### src/logic/aes_pkg.sv
// aes-128 engine shared package: widths, address map and round core states
`default_nettype none

package aes_pkg;

    // one state or key byte
    typedef logic [7:0] byte_t;
    // host write word, also one key schedule word
    typedef logic [31:0] word_t;
    // full state, byte 0 in the msb, column-major
    typedef logic [127:0] block_t;
    // host write address
    typedef logic [3:0] addr_t;
    // round counter and subbytes byte index
    typedef logic [3:0] round_t;
    typedef logic [3:0] byte_idx_t;

    // address map, key words 0..3 then data words 4..7, word 0 is the msw
    localparam addr_t ADDR_KEY0  = 4'd0;
    localparam addr_t ADDR_DATA0 = 4'd4;
    // control word, bit 0 requests start
    localparam addr_t ADDR_CTRL  = 4'd8;

    // aes-128 round count
    localparam int AES_ROUNDS = 10;

    typedef enum logic [2:0] {IDLE, INIT_ADD, SUB_BYTES, MIX_ADD, HOLD} core_state_t;

endpackage

`default_nettype wire

### src/logic/aes_sbox.sv
// aes s-box, gf(2^8) inverse by a fixed power chain then the affine transform
`default_nettype none
`timescale 1ns/1ps

module aes_sbox (
    input  aes_pkg::byte_t in_byte,
    output aes_pkg::byte_t out_byte
);

    // shift-and-add multiply mod x^8 + x^4 + x^3 + x + 1
    function automatic aes_pkg::byte_t gf_mul(input aes_pkg::byte_t a, input aes_pkg::byte_t b);
        aes_pkg::byte_t acc;
        aes_pkg::byte_t sh;
        acc = '0;
        sh  = a;
        for (int i = 0; i < 8; i++)
        begin
            if (b[i])
                acc = acc ^ sh;
            // xtime on the running multiplicand
            sh = {sh[6:0], 1'b0} ^ (sh[7] ? 8'h1b : 8'h00);
        end
        return acc;
    endfunction

    // squares x^2 .. x^128
    aes_pkg::byte_t p2;
    aes_pkg::byte_t p4;
    aes_pkg::byte_t p8;
    aes_pkg::byte_t p16;
    aes_pkg::byte_t p32;
    aes_pkg::byte_t p64;
    aes_pkg::byte_t p128;
    // running products towards x^254
    aes_pkg::byte_t m6;
    aes_pkg::byte_t m14;
    aes_pkg::byte_t m30;
    aes_pkg::byte_t m62;
    aes_pkg::byte_t m126;
    aes_pkg::byte_t inv;

    assign p2   = gf_mul(in_byte, in_byte);
    assign p4   = gf_mul(p2, p2);
    assign p8   = gf_mul(p4, p4);
    assign p16  = gf_mul(p8, p8);
    assign p32  = gf_mul(p16, p16);
    assign p64  = gf_mul(p32, p32);
    assign p128 = gf_mul(p64, p64);

    // 254 = 2+4+8+16+32+64+128
    assign m6   = gf_mul(p2, p4);
    assign m14  = gf_mul(m6, p8);
    assign m30  = gf_mul(m14, p16);
    assign m62  = gf_mul(m30, p32);
    assign m126 = gf_mul(m62, p64);
    // x^254 is x^-1, and 0 stays 0
    assign inv  = gf_mul(m126, p128);

    // affine map: b ^ rotl1 ^ rotl2 ^ rotl3 ^ rotl4 ^ 0x63
    assign out_byte = inv
                    ^ {inv[6:0], inv[7]}
                    ^ {inv[5:0], inv[7:6]}
                    ^ {inv[4:0], inv[7:5]}
                    ^ {inv[3:0], inv[7:4]}
                    ^ 8'h63;

endmodule

`default_nettype wire

### src/logic/aes_load_port.sv
// aes load port, four-phase write slave that fills key and data and issues start
`default_nettype none
`timescale 1ns/1ps

module aes_load_port (
    input  logic            clk,
    input  logic            resetn,
    input  logic            in_req,
    input  aes_pkg::addr_t  in_addr,
    input  aes_pkg::word_t  in_data,
    output logic            in_ack,
    input  logic            busy,
    output aes_pkg::block_t key_block,
    output aes_pkg::block_t data_block,
    output logic            start
);

    typedef enum logic {ACK_LOW, ACK_HIGH} ack_state_t;

    ack_state_t ack_st;
    logic       capture;
    logic       is_key;
    logic       is_data;
    logic       is_ctrl;

    // rising side of the handshake, req seen while ack still low
    assign capture = (ack_st == ACK_LOW) && in_req;

    // decode, key and data blocks are 4-word aligned
    assign is_key  = (in_addr & ~aes_pkg::addr_t'(3)) == aes_pkg::ADDR_KEY0;
    assign is_data = (in_addr & ~aes_pkg::addr_t'(3)) == aes_pkg::ADDR_DATA0;
    assign is_ctrl = in_addr == aes_pkg::ADDR_CTRL;

    assign in_ack = ack_st == ACK_HIGH;

    // ack fsm plus the start pulse
    always_ff @(posedge clk or negedge resetn)
    begin
        if (!resetn)
        begin
            ack_st <= ACK_LOW;
            start  <= 1'b0;
        end
        else
        begin
            // one cycle pulse, only when the core is idle
            start <= capture && is_ctrl && in_data[0] && !busy;
            case (ack_st)
                ACK_LOW:
                    if (in_req)
                        ack_st <= ACK_HIGH;
                ACK_HIGH:
                    if (!in_req)
                        ack_st <= ACK_LOW;
                default:
                    ack_st <= ACK_LOW;
            endcase
        end
    end

    // word registers, writes during busy are acked and dropped
    always_ff @(posedge clk)
    begin
        if (capture && !busy)
        begin
            // word 0 lands in the top 32 bits
            if (is_key)
                key_block[(3 - in_addr[1:0]) * 32 +: 32] <= in_data;
            if (is_data)
                data_block[(3 - in_addr[1:0]) * 32 +: 32] <= in_data;
        end
    end

    // ack only follows a req seen high on the previous edge
    a_ack_after_req: assert property (
        @(posedge clk) disable iff (!resetn)
        $rose(in_ack) |-> $past(in_req)
    );

endmodule

`default_nettype wire

### src/logic/aes_key_schedule.sv
// aes-128 key schedule, one round key register expanded on the fly
`default_nettype none
`timescale 1ns/1ps

module aes_key_schedule (
    input  logic            clk,
    input  logic            resetn,
    input  aes_pkg::block_t key_block,
    input  logic            key_load,
    input  logic            key_step,
    output aes_pkg::block_t round_key
);

    aes_pkg::block_t rk;
    aes_pkg::byte_t  rcon;
    aes_pkg::word_t  rot_word;
    wire aes_pkg::word_t sub_word;
    aes_pkg::word_t  temp;
    aes_pkg::word_t  w0;
    aes_pkg::word_t  w1;
    aes_pkg::word_t  w2;
    aes_pkg::word_t  w3;

    // rotword of the last key word
    assign rot_word = {rk[23:0], rk[31:24]};

    // subword, one s-box per byte
    for (genvar i = 0; i < 4; i++)
    begin : g_sub
        aes_sbox sbox_inst (
            .in_byte  (rot_word[i * 8 +: 8]),
            .out_byte (sub_word[i * 8 +: 8])
        );
    end

    // rcon only touches the leading byte
    assign temp = sub_word ^ {rcon, 24'h000000};

    // next round key, each word chains off the one before
    assign w0 = rk[127:96] ^ temp;
    assign w1 = rk[95:64] ^ w0;
    assign w2 = rk[63:32] ^ w1;
    assign w3 = rk[31:0] ^ w2;

    always_ff @(posedge clk)
    begin
        if (key_load)
            rk <= key_block;
        else if (key_step)
            rk <= {w0, w1, w2, w3};
    end

    // round constant, doubled in gf(2^8) per step
    always_ff @(posedge clk or negedge resetn)
    begin
        if (!resetn)
            rcon <= 8'h01;
        else if (key_load)
            rcon <= 8'h01;
        else if (key_step)
            rcon <= {rcon[6:0], 1'b0} ^ (rcon[7] ? 8'h1b : 8'h00);
    end

    assign round_key = rk;

endmodule

`default_nettype wire

### src/logic/aes_round_core.sv
// aes round core, byte-serial subbytes then one-cycle shiftrows, mixcolumns, addroundkey
`default_nettype none
`timescale 1ns/1ps

module aes_round_core #(
    parameter int ROUNDS = aes_pkg::AES_ROUNDS
) (
    input  logic            clk,
    input  logic            resetn,
    input  logic            start,
    input  aes_pkg::block_t data_block,
    input  aes_pkg::block_t round_key,
    output logic            key_load,
    output logic            key_step,
    output logic            busy,
    input  logic            slot_full,
    output aes_pkg::block_t result,
    output logic            result_valid
);

    aes_pkg::core_state_t fsm;
    aes_pkg::core_state_t fsm_next;
    aes_pkg::block_t      state;
    aes_pkg::round_t      round;
    aes_pkg::byte_idx_t   byte_idx;
    aes_pkg::byte_t       sub_in;
    aes_pkg::byte_t       sub_out;
    aes_pkg::block_t      shifted;
    aes_pkg::block_t      round_out;
    logic                 last_round;

    function automatic aes_pkg::byte_t xtime(input aes_pkg::byte_t b);
        return {b[6:0], 1'b0} ^ (b[7] ? 8'h1b : 8'h00);
    endfunction

    // byte i sits in row i%4, column i/4; row r rotates left by r
    function automatic aes_pkg::block_t shift_rows(input aes_pkg::block_t s);
        aes_pkg::block_t t;
        int src;
        t = '0;
        for (int i = 0; i < 16; i++)
        begin
            src = ((i / 4 + i % 4) % 4) * 4 + i % 4;
            t[(15 - i) * 8 +: 8] = s[(15 - src) * 8 +: 8];
        end
        return t;
    endfunction

    // fixed 2-3-1-1 circulant per column
    function automatic aes_pkg::block_t mix_columns(input aes_pkg::block_t s);
        aes_pkg::block_t t;
        aes_pkg::word_t  col;
        aes_pkg::byte_t  a0;
        aes_pkg::byte_t  a1;
        aes_pkg::byte_t  a2;
        aes_pkg::byte_t  a3;
        t = '0;
        for (int c = 0; c < 4; c++)
        begin
            col = s[(3 - c) * 32 +: 32];
            a0  = col[31:24];
            a1  = col[23:16];
            a2  = col[15:8];
            a3  = col[7:0];
            t[(3 - c) * 32 +: 32] = {xtime(a0) ^ xtime(a1) ^ a1 ^ a2 ^ a3,
                                     a0 ^ xtime(a1) ^ xtime(a2) ^ a2 ^ a3,
                                     a0 ^ a1 ^ xtime(a2) ^ xtime(a3) ^ a3,
                                     xtime(a0) ^ a0 ^ a1 ^ a2 ^ xtime(a3)};
        end
        return t;
    endfunction

    // byte picked by the serial index
    assign sub_in = state[(15 - byte_idx) * 8 +: 8];

    aes_sbox sbox_inst (
        .in_byte  (sub_in),
        .out_byte (sub_out)
    );

    // final round has no mixcolumns
    assign last_round = round == ROUNDS;
    assign shifted    = shift_rows(state);
    assign round_out  = (last_round ? shifted : mix_columns(shifted)) ^ round_key;

    always_comb
    begin
        fsm_next = fsm;
        case (fsm)
            aes_pkg::IDLE:
                if (start)
                    fsm_next = aes_pkg::INIT_ADD;
            aes_pkg::INIT_ADD:
                fsm_next = aes_pkg::SUB_BYTES;
            aes_pkg::SUB_BYTES:
                if (byte_idx == aes_pkg::byte_idx_t'(15))
                    fsm_next = aes_pkg::MIX_ADD;
            aes_pkg::MIX_ADD:
                fsm_next = last_round ? aes_pkg::HOLD : aes_pkg::SUB_BYTES;
            aes_pkg::HOLD:
                // wait for the output slot
                if (!slot_full)
                    fsm_next = aes_pkg::IDLE;
            default:
                fsm_next = aes_pkg::IDLE;
        endcase
    end

    // fsm, round counter and byte index
    always_ff @(posedge clk or negedge resetn)
    begin
        if (!resetn)
        begin
            fsm      <= aes_pkg::IDLE;
            round    <= '0;
            byte_idx <= '0;
        end
        else
        begin
            fsm <= fsm_next;
            case (fsm)
                aes_pkg::IDLE:
                    round <= '0;
                aes_pkg::INIT_ADD:
                begin
                    round    <= aes_pkg::round_t'(1);
                    byte_idx <= '0;
                end
                aes_pkg::SUB_BYTES:
                    // wraps back to 0 after byte 15
                    byte_idx <= byte_idx + aes_pkg::byte_idx_t'(1);
                aes_pkg::MIX_ADD:
                    if (!last_round)
                        round <= round + aes_pkg::round_t'(1);
                default:
                    byte_idx <= '0;
            endcase
        end
    end

    // state datapath
    always_ff @(posedge clk)
    begin
        case (fsm)
            aes_pkg::IDLE:
                if (start)
                    state <= data_block;
            aes_pkg::INIT_ADD:
                state <= state ^ round_key;
            aes_pkg::SUB_BYTES:
                state[(15 - byte_idx) * 8 +: 8] <= sub_out;
            aes_pkg::MIX_ADD:
                state <= round_out;
            default:
                state <= state;
        endcase
    end

    // key schedule loads on start, steps after each key use except the last
    assign key_load     = (fsm == aes_pkg::IDLE) && start;
    assign key_step     = (fsm == aes_pkg::INIT_ADD) || ((fsm == aes_pkg::MIX_ADD) && !last_round);
    assign busy         = fsm != aes_pkg::IDLE;
    assign result       = state;
    assign result_valid = (fsm == aes_pkg::HOLD) && !slot_full;

    a_round_bound: assert property (
        @(posedge clk) disable iff (!resetn)
        round <= ROUNDS
    );

    // result port must take the block and mark its slot full
    a_result_slot: assert property (
        @(posedge clk) disable iff (!resetn)
        result_valid |-> !slot_full ##1 slot_full
    );

endmodule

`default_nettype wire

### src/logic/aes_result_port.sv
// aes result port, one ciphertext slot offered over a four-phase handshake
`default_nettype none
`timescale 1ns/1ps

module aes_result_port (
    input  logic            clk,
    input  logic            resetn,
    input  aes_pkg::block_t result,
    input  logic            result_valid,
    output logic            slot_full,
    output logic            out_req,
    output aes_pkg::block_t out_data,
    input  logic            out_ack
);

    typedef enum logic [1:0] {SLOT_RELEASED, SLOT_OFFERING, SLOT_ACKED} slot_state_t;

    slot_state_t slot_st;

    always_ff @(posedge clk or negedge resetn)
    begin
        if (!resetn)
            slot_st <= SLOT_RELEASED;
        else
        begin
            case (slot_st)
                SLOT_RELEASED:
                    if (result_valid)
                        slot_st <= SLOT_OFFERING;
                SLOT_OFFERING:
                    if (out_ack)
                        slot_st <= SLOT_ACKED;
                SLOT_ACKED:
                    // slot frees on the falling ack
                    if (!out_ack)
                        slot_st <= SLOT_RELEASED;
                default:
                    slot_st <= SLOT_RELEASED;
            endcase
        end
    end

    // capture once per result
    always_ff @(posedge clk)
    begin
        if ((slot_st == SLOT_RELEASED) && result_valid)
            out_data <= result;
    end

    assign out_req   = slot_st == SLOT_OFFERING;
    assign slot_full = slot_st != SLOT_RELEASED;

    a_data_stable: assert property (
        @(posedge clk) disable iff (!resetn)
        out_req ##1 out_req |-> $stable(out_data)
    );

endmodule

`default_nettype wire

### src/logic/aes_enc_top.sv
// aes-128 encryption engine top, load port to round core to result port
`default_nettype none
`timescale 1ns/1ps

module aes_enc_top (
    input  logic            clk,
    input  logic            resetn,
    input  logic            in_req,
    input  aes_pkg::addr_t  in_addr,
    input  aes_pkg::word_t  in_data,
    output logic            in_ack,
    output logic            out_req,
    output aes_pkg::block_t out_data,
    input  logic            out_ack,
    output logic            busy
);

    // load port to core
    aes_pkg::block_t key_block;
    aes_pkg::block_t data_block;
    logic            start;
    // core to key schedule
    logic            key_load;
    logic            key_step;
    aes_pkg::block_t round_key;
    // core to result port
    aes_pkg::block_t result;
    logic            result_valid;
    logic            slot_full;

    aes_load_port aes_load_port_inst (
        .clk        (clk),
        .resetn     (resetn),
        .in_req     (in_req),
        .in_addr    (in_addr),
        .in_data    (in_data),
        .in_ack     (in_ack),
        .busy       (busy),
        .key_block  (key_block),
        .data_block (data_block),
        .start      (start)
    );

    aes_round_core #(
        .ROUNDS (aes_pkg::AES_ROUNDS)
    ) aes_round_core_inst (
        .clk          (clk),
        .resetn       (resetn),
        .start        (start),
        .data_block   (data_block),
        .round_key    (round_key),
        .key_load     (key_load),
        .key_step     (key_step),
        .busy         (busy),
        .slot_full    (slot_full),
        .result       (result),
        .result_valid (result_valid)
    );

    aes_key_schedule aes_key_schedule_inst (
        .clk       (clk),
        .resetn    (resetn),
        .key_block (key_block),
        .key_load  (key_load),
        .key_step  (key_step),
        .round_key (round_key)
    );

    aes_result_port aes_result_port_inst (
        .clk          (clk),
        .resetn       (resetn),
        .result       (result),
        .result_valid (result_valid),
        .slot_full    (slot_full),
        .out_req      (out_req),
        .out_data     (out_data),
        .out_ack      (out_ack)
    );

endmodule

`default_nettype wire

### config.mk
export PLATFORM = sky130hd
export DESIGN_NAME = aes_enc_top
export DESIGN_NICKNAME = d
export VERILOG_FILES = /design/src/logic/aes_pkg.sv /design/src/logic/aes_sbox.sv /design/src/logic/aes_load_port.sv /design/src/logic/aes_key_schedule.sv /design/src/logic/aes_round_core.sv /design/src/logic/aes_result_port.sv /design/src/logic/aes_enc_top.sv
export SDC_FILE = /design/constraint.sdc
export NUM_CORES = 2
export LEC_CHECK = 0
export BUFFER_PORTS_ARGS = -buffer_cell sky130_fd_sc_hd__buf_2
export CORE_ASPECT_RATIO = 2
export CORE_MARGIN = 1.5
export CORE_UTILIZATION = 50
export DETAILED_ROUTE_END_ITERATION = 10
export PLACE_DENSITY = 0.67
export SLEW_MARGIN = 20
export SYNTH_ARGS = -nofsm -noshare
export SYNTH_HDL_FRONTEND = slang
export SYNTH_SLANG_ARGS = --single-unit
export TNS_END_PERCENT = 20
### constraint.sdc
create_clock -name clk -period 22.9 [get_ports clk]
set_input_delay 3.435 -clock clk [delete_from_list [all_inputs] [get_ports clk]]
set_output_delay 3.435 -clock clk [all_outputs]
set_load 0.05 [all_outputs]
; ---- After elaboration in Yosys (flattened, before gate mapping)
; Index checks and enable logic that the tools add are counted.
[op_classes]
n_reduce_logical = 28
n_addsub = 6
n_eq_ne = 17
bitwise = 989
shift = 5
n_mux = 980
[ops]
columns = op, n
row1 = 8-bit XOR, 556
row2 = 8-bit two-way mux, 522
row3 = 8-bit by 5-bit XOR with 8-bit output, 420
row4 = 5-bit two-way mux, 437
row5 = 128-bit two-way mux, 4
row6 = 128-bit one-hot mux with 4 select lines, 1
row7 = 128-bit bitwise mux, 3
row8 = 128-bit XOR, 2
row9 = 32-bit XOR, 5
row10 = 32-bit by 34-bit variable shift with 128-bit output (first input constant), 1
row11 = 8-bit by 34-bit variable shift with 128-bit output (first input constant), 1
row12 = 128-bit by 33-bit indexed part select with 8-bit output, 1
row13 = 32-bit by 34-bit indexed part select with 128-bit output, 1
row14 = 8-bit by 34-bit indexed part select with 128-bit output, 1
row15 = 32-bit negator with 34-bit output, 2
row16 = 4-bit inverter, 5
row17 = 3-bit one-hot mux with 5 select lines, 1
row18 = 4-bit equality test (second input constant), 3
row19 = 3-bit two-way mux, 4
row20 = 4-bit one-hot mux with 3 select lines, 1
row21 = 1-bit logical AND, 9
row22 = 4-bit by 1-bit adder with 4-bit output (second input constant), 2
row23 = 2-bit inequality test (second input constant), 4
row24 = 4-bit one-hot mux with 2 select lines, 1
row25 = other kinds (24), 38
[totals]
ff_bits = 663
inputBits = 40
elab_cells = 2037
out_inout_bits = 131

; ---- Logic depth before layout (Yosys ltp)
[logic_depth]
word_depth = 139
ltp_mapped = 79
depth_no_buf = 63

; ---- Hierarchy
; A second synthesis with hierarchy kept.
[unflattened]
hier_cells = 12463
hier_area_um2 = 114675.0
[modules_own_cells]
columns = module, cells_per_inst, area_per_inst_um2, instances
row1 = aes_sbox, 1942, 15220.8, 5
row2 = aes_round_core, 1693, 17954.7, 1
row3 = aes_load_port, 422, 8857.2, 1
row4 = aes_key_schedule, 499, 7811.2, 1
row5 = aes_result_port, 139, 3947.5, 1

; ---- Worst setup path before layout
; No wires, ideal clock.
[synth_path]
path_kind = reg-to-reg
start = register aes_round_core_inst.byte_idx[2]
end = register aes_round_core_inst.state[16] (netlist: aes_round_core_inst.result[16]), data pin
path_slack_ns = 4.996
arrival_time_ns = 17.643
n_path_buf = 13
path_stages_with_launch = 75
t_required_ns = 22.639
path_cell_list = dfrtp_1 > buf_4 > buf_6 > buf_6 > mux4_2 > mux2i_1 > mux2_2 > inv_2 > buf_2 > ha_1 > clkbuf_1 > nand2_1 > o22ai_1 > xnor2_1 > xnor2_1 > inv_1 > buf_2 > buf_2 > [... 39 more ...] > or4_1 > a21o_1 > a21o_1 > and2_1 > buf_4 > mux2i_1 > xnor2_1 > inv_1 > mux2_2 > o22ai_1 > xnor2_1 > xnor3_1 > xnor3_2 > xor2_4 > xnor2_2 > a22oi_1 > nor2_1 > o32a_1
[synth_via]
elab_chain_len = 134
[synth_rtl]
columns = element, line
row1 = from (decl), aes_round_core.sv:25  ; aes_pkg::byte_idx_t byte_idx;
row2 = from (signal assigned), aes_round_core.sv:131  ; byte_idx <= byte_idx + aes_pkg::byte_idx_t'(1);
row3 = 4-bit by 4-bit subtractor with 5-bit output (*), "aes_round_core.sv:74, aes_round_core.sv:151"
row4 = 128-bit by 33-bit indexed part select with 8-bit output, aes_round_core.sv:74  ; assign sub_in = state[(15 - byte_idx) * 8 +: 8];
row5 = "5-bit two-way mux, or another cell as far along", aes_sbox.sv:21  ; sh = {sh[6:0], 1'b0} ^ (sh[7] ? 8'h1b : 8'h00);
row6 = 8-bit by 5-bit XOR with 8-bit output or 8-bit XOR (tied branches), "aes_sbox.sv:21, aes_sbox.sv:19"
row7 = 8-bit XOR or 8-bit two-way mux (tied branches), "aes_sbox.sv:19, aes_sbox.sv:18"
row8 = 8-bit two-way mux or 8-bit XOR (tied branches), "aes_sbox.sv:18, aes_sbox.sv:19"
row9 = 8-bit XOR or 8-bit two-way mux (tied branches), "aes_sbox.sv:19, aes_sbox.sv:18"
row10 = 8-bit two-way mux or 8-bit XOR (tied branches), "aes_sbox.sv:18, aes_sbox.sv:19"
row11 = [... 118 more ...], -
row12 = 8-bit XOR, aes_sbox.sv:61  ; ^ {inv[6:0], inv[7]}
row13 = 8-bit XOR, aes_sbox.sv:62  ; ^ {inv[5:0], inv[7:6]}
row14 = 8-bit XOR, aes_sbox.sv:63  ; ^ {inv[4:0], inv[7:5]}
row15 = 8-bit XOR, aes_sbox.sv:64  ; ^ {inv[3:0], inv[7:4]}
row16 = 4-bit inverter (no source line), -
row17 = 8-bit by 34-bit indexed part select with 128-bit output, aes_round_core.sv:151  ; state[(15 - byte_idx) * 8 +: 8] <= sub_out;
row18 = 128-bit bitwise mux (*), aes_round_core.sv:151
row19 = 128-bit one-hot mux with 4 select lines (*), aes_round_core.sv:144  ; case (fsm)
row20 = to (signal assigned), aes_round_core.sv:147  ; state <= data_block;
row21 = "to (signal, indexed assignment)", aes_round_core.sv:151
row22 = to (signal assigned), aes_round_core.sv:153  ; state <= round_out;
row23 = to (decl), aes_round_core.sv:23  ; aes_pkg::block_t state;
; Every way passes the cells marked *; elsewhere a longest branch is shown, timed or not.
; A chain may end at the register's enable or synchronous reset.

; ---- Worst setup path after layout
[layout_path]
start = register aes_round_core_inst.byte_idx[3]
end = register aes_round_core_inst.state[13] (netlist: aes_round_core_inst.result[13]), data pin
; The elaborated chain is that of the path after synthesis.

==> flow_summary.toml <==
[worst_setup_path]
path_depth = 63
end_kind = "flop"
crit_buf_inv = 7
crit_top_cell = "xnor2_1"
cp_max_fo = 18
r2r_start = "aes_round_core_inst.byte_idx[3]"
worstReg2RegEnd = "aes_round_core_inst.result[13]"
critical_path_required_ns = 23.43
reg2reg_depth = 63
critPathLaunchType = "flop"
crit_end = "aes_round_core_inst.result[13]"
critPathKind = "reg2reg"
reg2reg_slack_ns = 0.98
path_delay_family = "compound AO/OA/AOI/OAI gates"
cp.arrival_ns = 22.46
crit_path_start = "aes_round_core_inst.byte_idx[3]"
slowest_stage = "ha_1"
crit_path_max_incr_delay_ns = 0.86

[placement]
dpl.hpwl_um = 289000
portBuffers = 170
gp_congestion = 1.132

[clock_network]
tritoncts = "yes"
cts_hold_buf = 0
numCtsBuffers = 56
cts-root-buf = "clkbuf_16"
cts_max_path_buffers = 3
clkTransAtPathRegs_ns = 0.08
cts_sinks = 663
cts_max_level = 2
clock_latency_ns = 0.71

[job]
maxCapViolations = 0

[yosys]
synth_edf_count = 640
synth_area_um2 = 97920
ys_seq_elements = 663
ys_types = 120
yosysWarnings = 0
ys_async_sr_fraction = 0.03469
synthCells = 11810
synth-seq-area-share = 0.2022
synth-main-ff-cell = "edfxtp_1"
syn_nets = 11890
avgSynthCellArea_um2 = 8.293

[timing]
clock.fmax_mhz = 45.62
finalHoldViolations = 0
setup_violations = 0
fin_tns_setup_ns = 0
fin_crit_ns = 21.92
max-slew-margin-rel = 0.07192
fin_crit_sh = 0.9573
tightest_slew_ns = 1.387
rsz0062_at_grt = "no"
final_max_slew_viol_count = 0
skew_ns = 0.04722

[detailed_routing]
drt-pass1-iter-count = 11
vias_per_cell = 6.287
drtAntennaViolNets = 0
drtIter0Drc = 10930
wl_per_cell_um = 27.57
routed_wl_um = 393700
drc = 141
routed-via-count = 89750

[global_routing]
grt_max_degree = 77
grt_pass1_vias = 86930
grt_pass1_wl_um = 587000
track_usage = 0.3960
overflow = 0
grt_antenna_before_repair = 57

[die]
die_h_um = 628.8
core-area_um2 = 194600
start_util = 0.5033
rows = 229
die_w_um = 315.9
io_pins = 171
dieArea_um2 = 198700

[layout]
nNetsFinal = 11740
drive_gt1_frac = 0.09749
final_cell_mix = "2,511 x xnor2_1, 1,597 x nor2_1, 1,314 x nand2_1, 782 x xor2_1, 640 x edfxtp_1"
nFillCells = 18120
area_growth_pct = 6.948
layout_commonest_cell = "xnor2_1"

[outcome]
violations = "DRC"
status = "finished, violations left"

[hold_path]
min_path_type = "reg2reg"
==> cell usage after synthesis, types with 31 or more instances <==
library cell  count  area [µm²]
xnor3_1         275        6193
nor2b_1         104       650.6
o211ai_1         95       713.2
a211oi_1         88       660.6
o21ai_1          37       185.2
a22oi_1          66       495.5
mux2_2           40       450.4
xnor2_1        2575       22550
xor2_1          802        7024
and2_1          190        1189
a221oi_1         31       271.5
nor3_1          159       795.8
a31oi_1          59       369.1
a222oi_1        129        1291
nor2_1         1607        6032
nand2b_1         76       475.5
nand2_1        1317        4943
o21ai_0         496        2482
buf_1            54       202.7
and3_1           51       319.1
xnor2_2         103        1675
xor3_1           42       998.5
nand3_1         168       840.8
edfxtp_1        640       19220
ha_1             47       588.1
inv_1           125       469.2
o21a_1           34       255.2
or3_1            34       212.7
a21oi_1         571        2858
mux2i_1         213        2132
clkbuf_1        594        2230
nor4_1           32       200.2
buf_2           129       645.6
o22ai_1         121       757.0
==> state kept, by name, indices dropped and copies added (netlist names) <==
name	flops
aes_load_port_inst.in_ack	1
aes_result_port_inst.slot_st	2
aes_load_port_inst.key_block	128
aes_load_port_inst.data_block	128
aes_round_core_inst.fsm	3
aes_result_port_inst.out_data	128
aes_load_port_inst.start	1
aes_round_core_inst.round	4
aes_round_core_inst.result	128
aes_round_core_inst.byte_idx	4
aes_key_schedule_inst.rcon	8
aes_key_schedule_inst.round_key	128
==> cell type report <==
type / instances / area (µm²) / share of cell area
multi-input cells: 10180 / 75010 / 0.7163
flip-flops and latches: 663 / 19800 / 0.1891
repair buffers: 601 / 4205 / 0.04016
well taps: 2541 / 3179 / 0.03036
clock buffers: 61 / 1420 / 0.01356
inverters: 149 / 559.3 / 0.005341
clock inverters: 43 / 442.9 / 0.004230
diodes: 41 / 102.6 / 0.0009798
==> worst min path at each step <==
stage / slack, ns / to / cells past startpoint / from
after global routing: 0.54 / aes_key_schedule_inst.round_key[70] / 2 / aes_load_port_inst.key_block[70]
after global placement: 0.49 / aes_key_schedule_inst.round_key[70] / 2 / aes_load_port_inst.key_block[70]
final: 0.52 / aes_key_schedule_inst.round_key[70] / 2 / aes_load_port_inst.key_block[70]
after CTS: 0.52 / aes_key_schedule_inst.round_key[70] / 2 / aes_load_port_inst.key_block[70]
after detailed placement: 0.50 / aes_key_schedule_inst.round_key[70] / 2 / aes_load_port_inst.key_block[70]
after floorplan: 0.42 / aes_result_port_inst.out_data[115] / 0 / aes_round_core_inst.result[115]
==> tightest hold or removal path: stages, from the launching register on <==
cell,delay [ns]
edfxtp_1,0.32
nand2_1,0.05
nand2_1,0.05
==> metal layers <==
| layer | vias up | GRT usage | part of all wire |
|---|---|---|---|
| met1 | 42980 | 0.3873 | 0.32 |
| met5 | - | 0.007164 | 0.0011 |
| met3 | 1749 | 0.1381 | 0.091 |
| met4 | 44 | 0.3533 | 0.11 |
| met2 | 5013 | 0.6543 | 0.48 |
| li1 | 39970 | - | - |
==> through the flow <==
step                instance area (µm²)  hold slack, ns  setup WS [ns]  std cells  utilization
CTS                              104000          0.5186          1.272      14210       0.5348
global placement                 102100          0.4917          1.536      14110       0.5250
global route                     104600          0.5392        0.05767      14240       0.5378
floorplan                         97920          0.4206          4.996      11810            -
detailed placement               102200          0.4984          1.402      14110       0.5252
finish                           104700          0.5179         0.9775      14280       0.5383
==> what timing repair did <==
item | 4_1_cts | 5_1_grt
setup buffers | 0 | 1
resized for setup | 0 | 3
setup endpoints to repair | 0 | 35
==> cells by family after synthesis <==
group / synth area share
AOI/OAI and AO/OA: 0.1400
and+or+nand+nor: 0.1709
adders and majority gates: 0.006415
DFF: 0.2022
buffers and inverters: 0.04098
muxes: 0.03258
xor gates and xnor gates: 0.4069
Power is left out: the tool's default activity adds up to more than one toggle a clock period on the data nets, which glitch-free logic cannot reach.
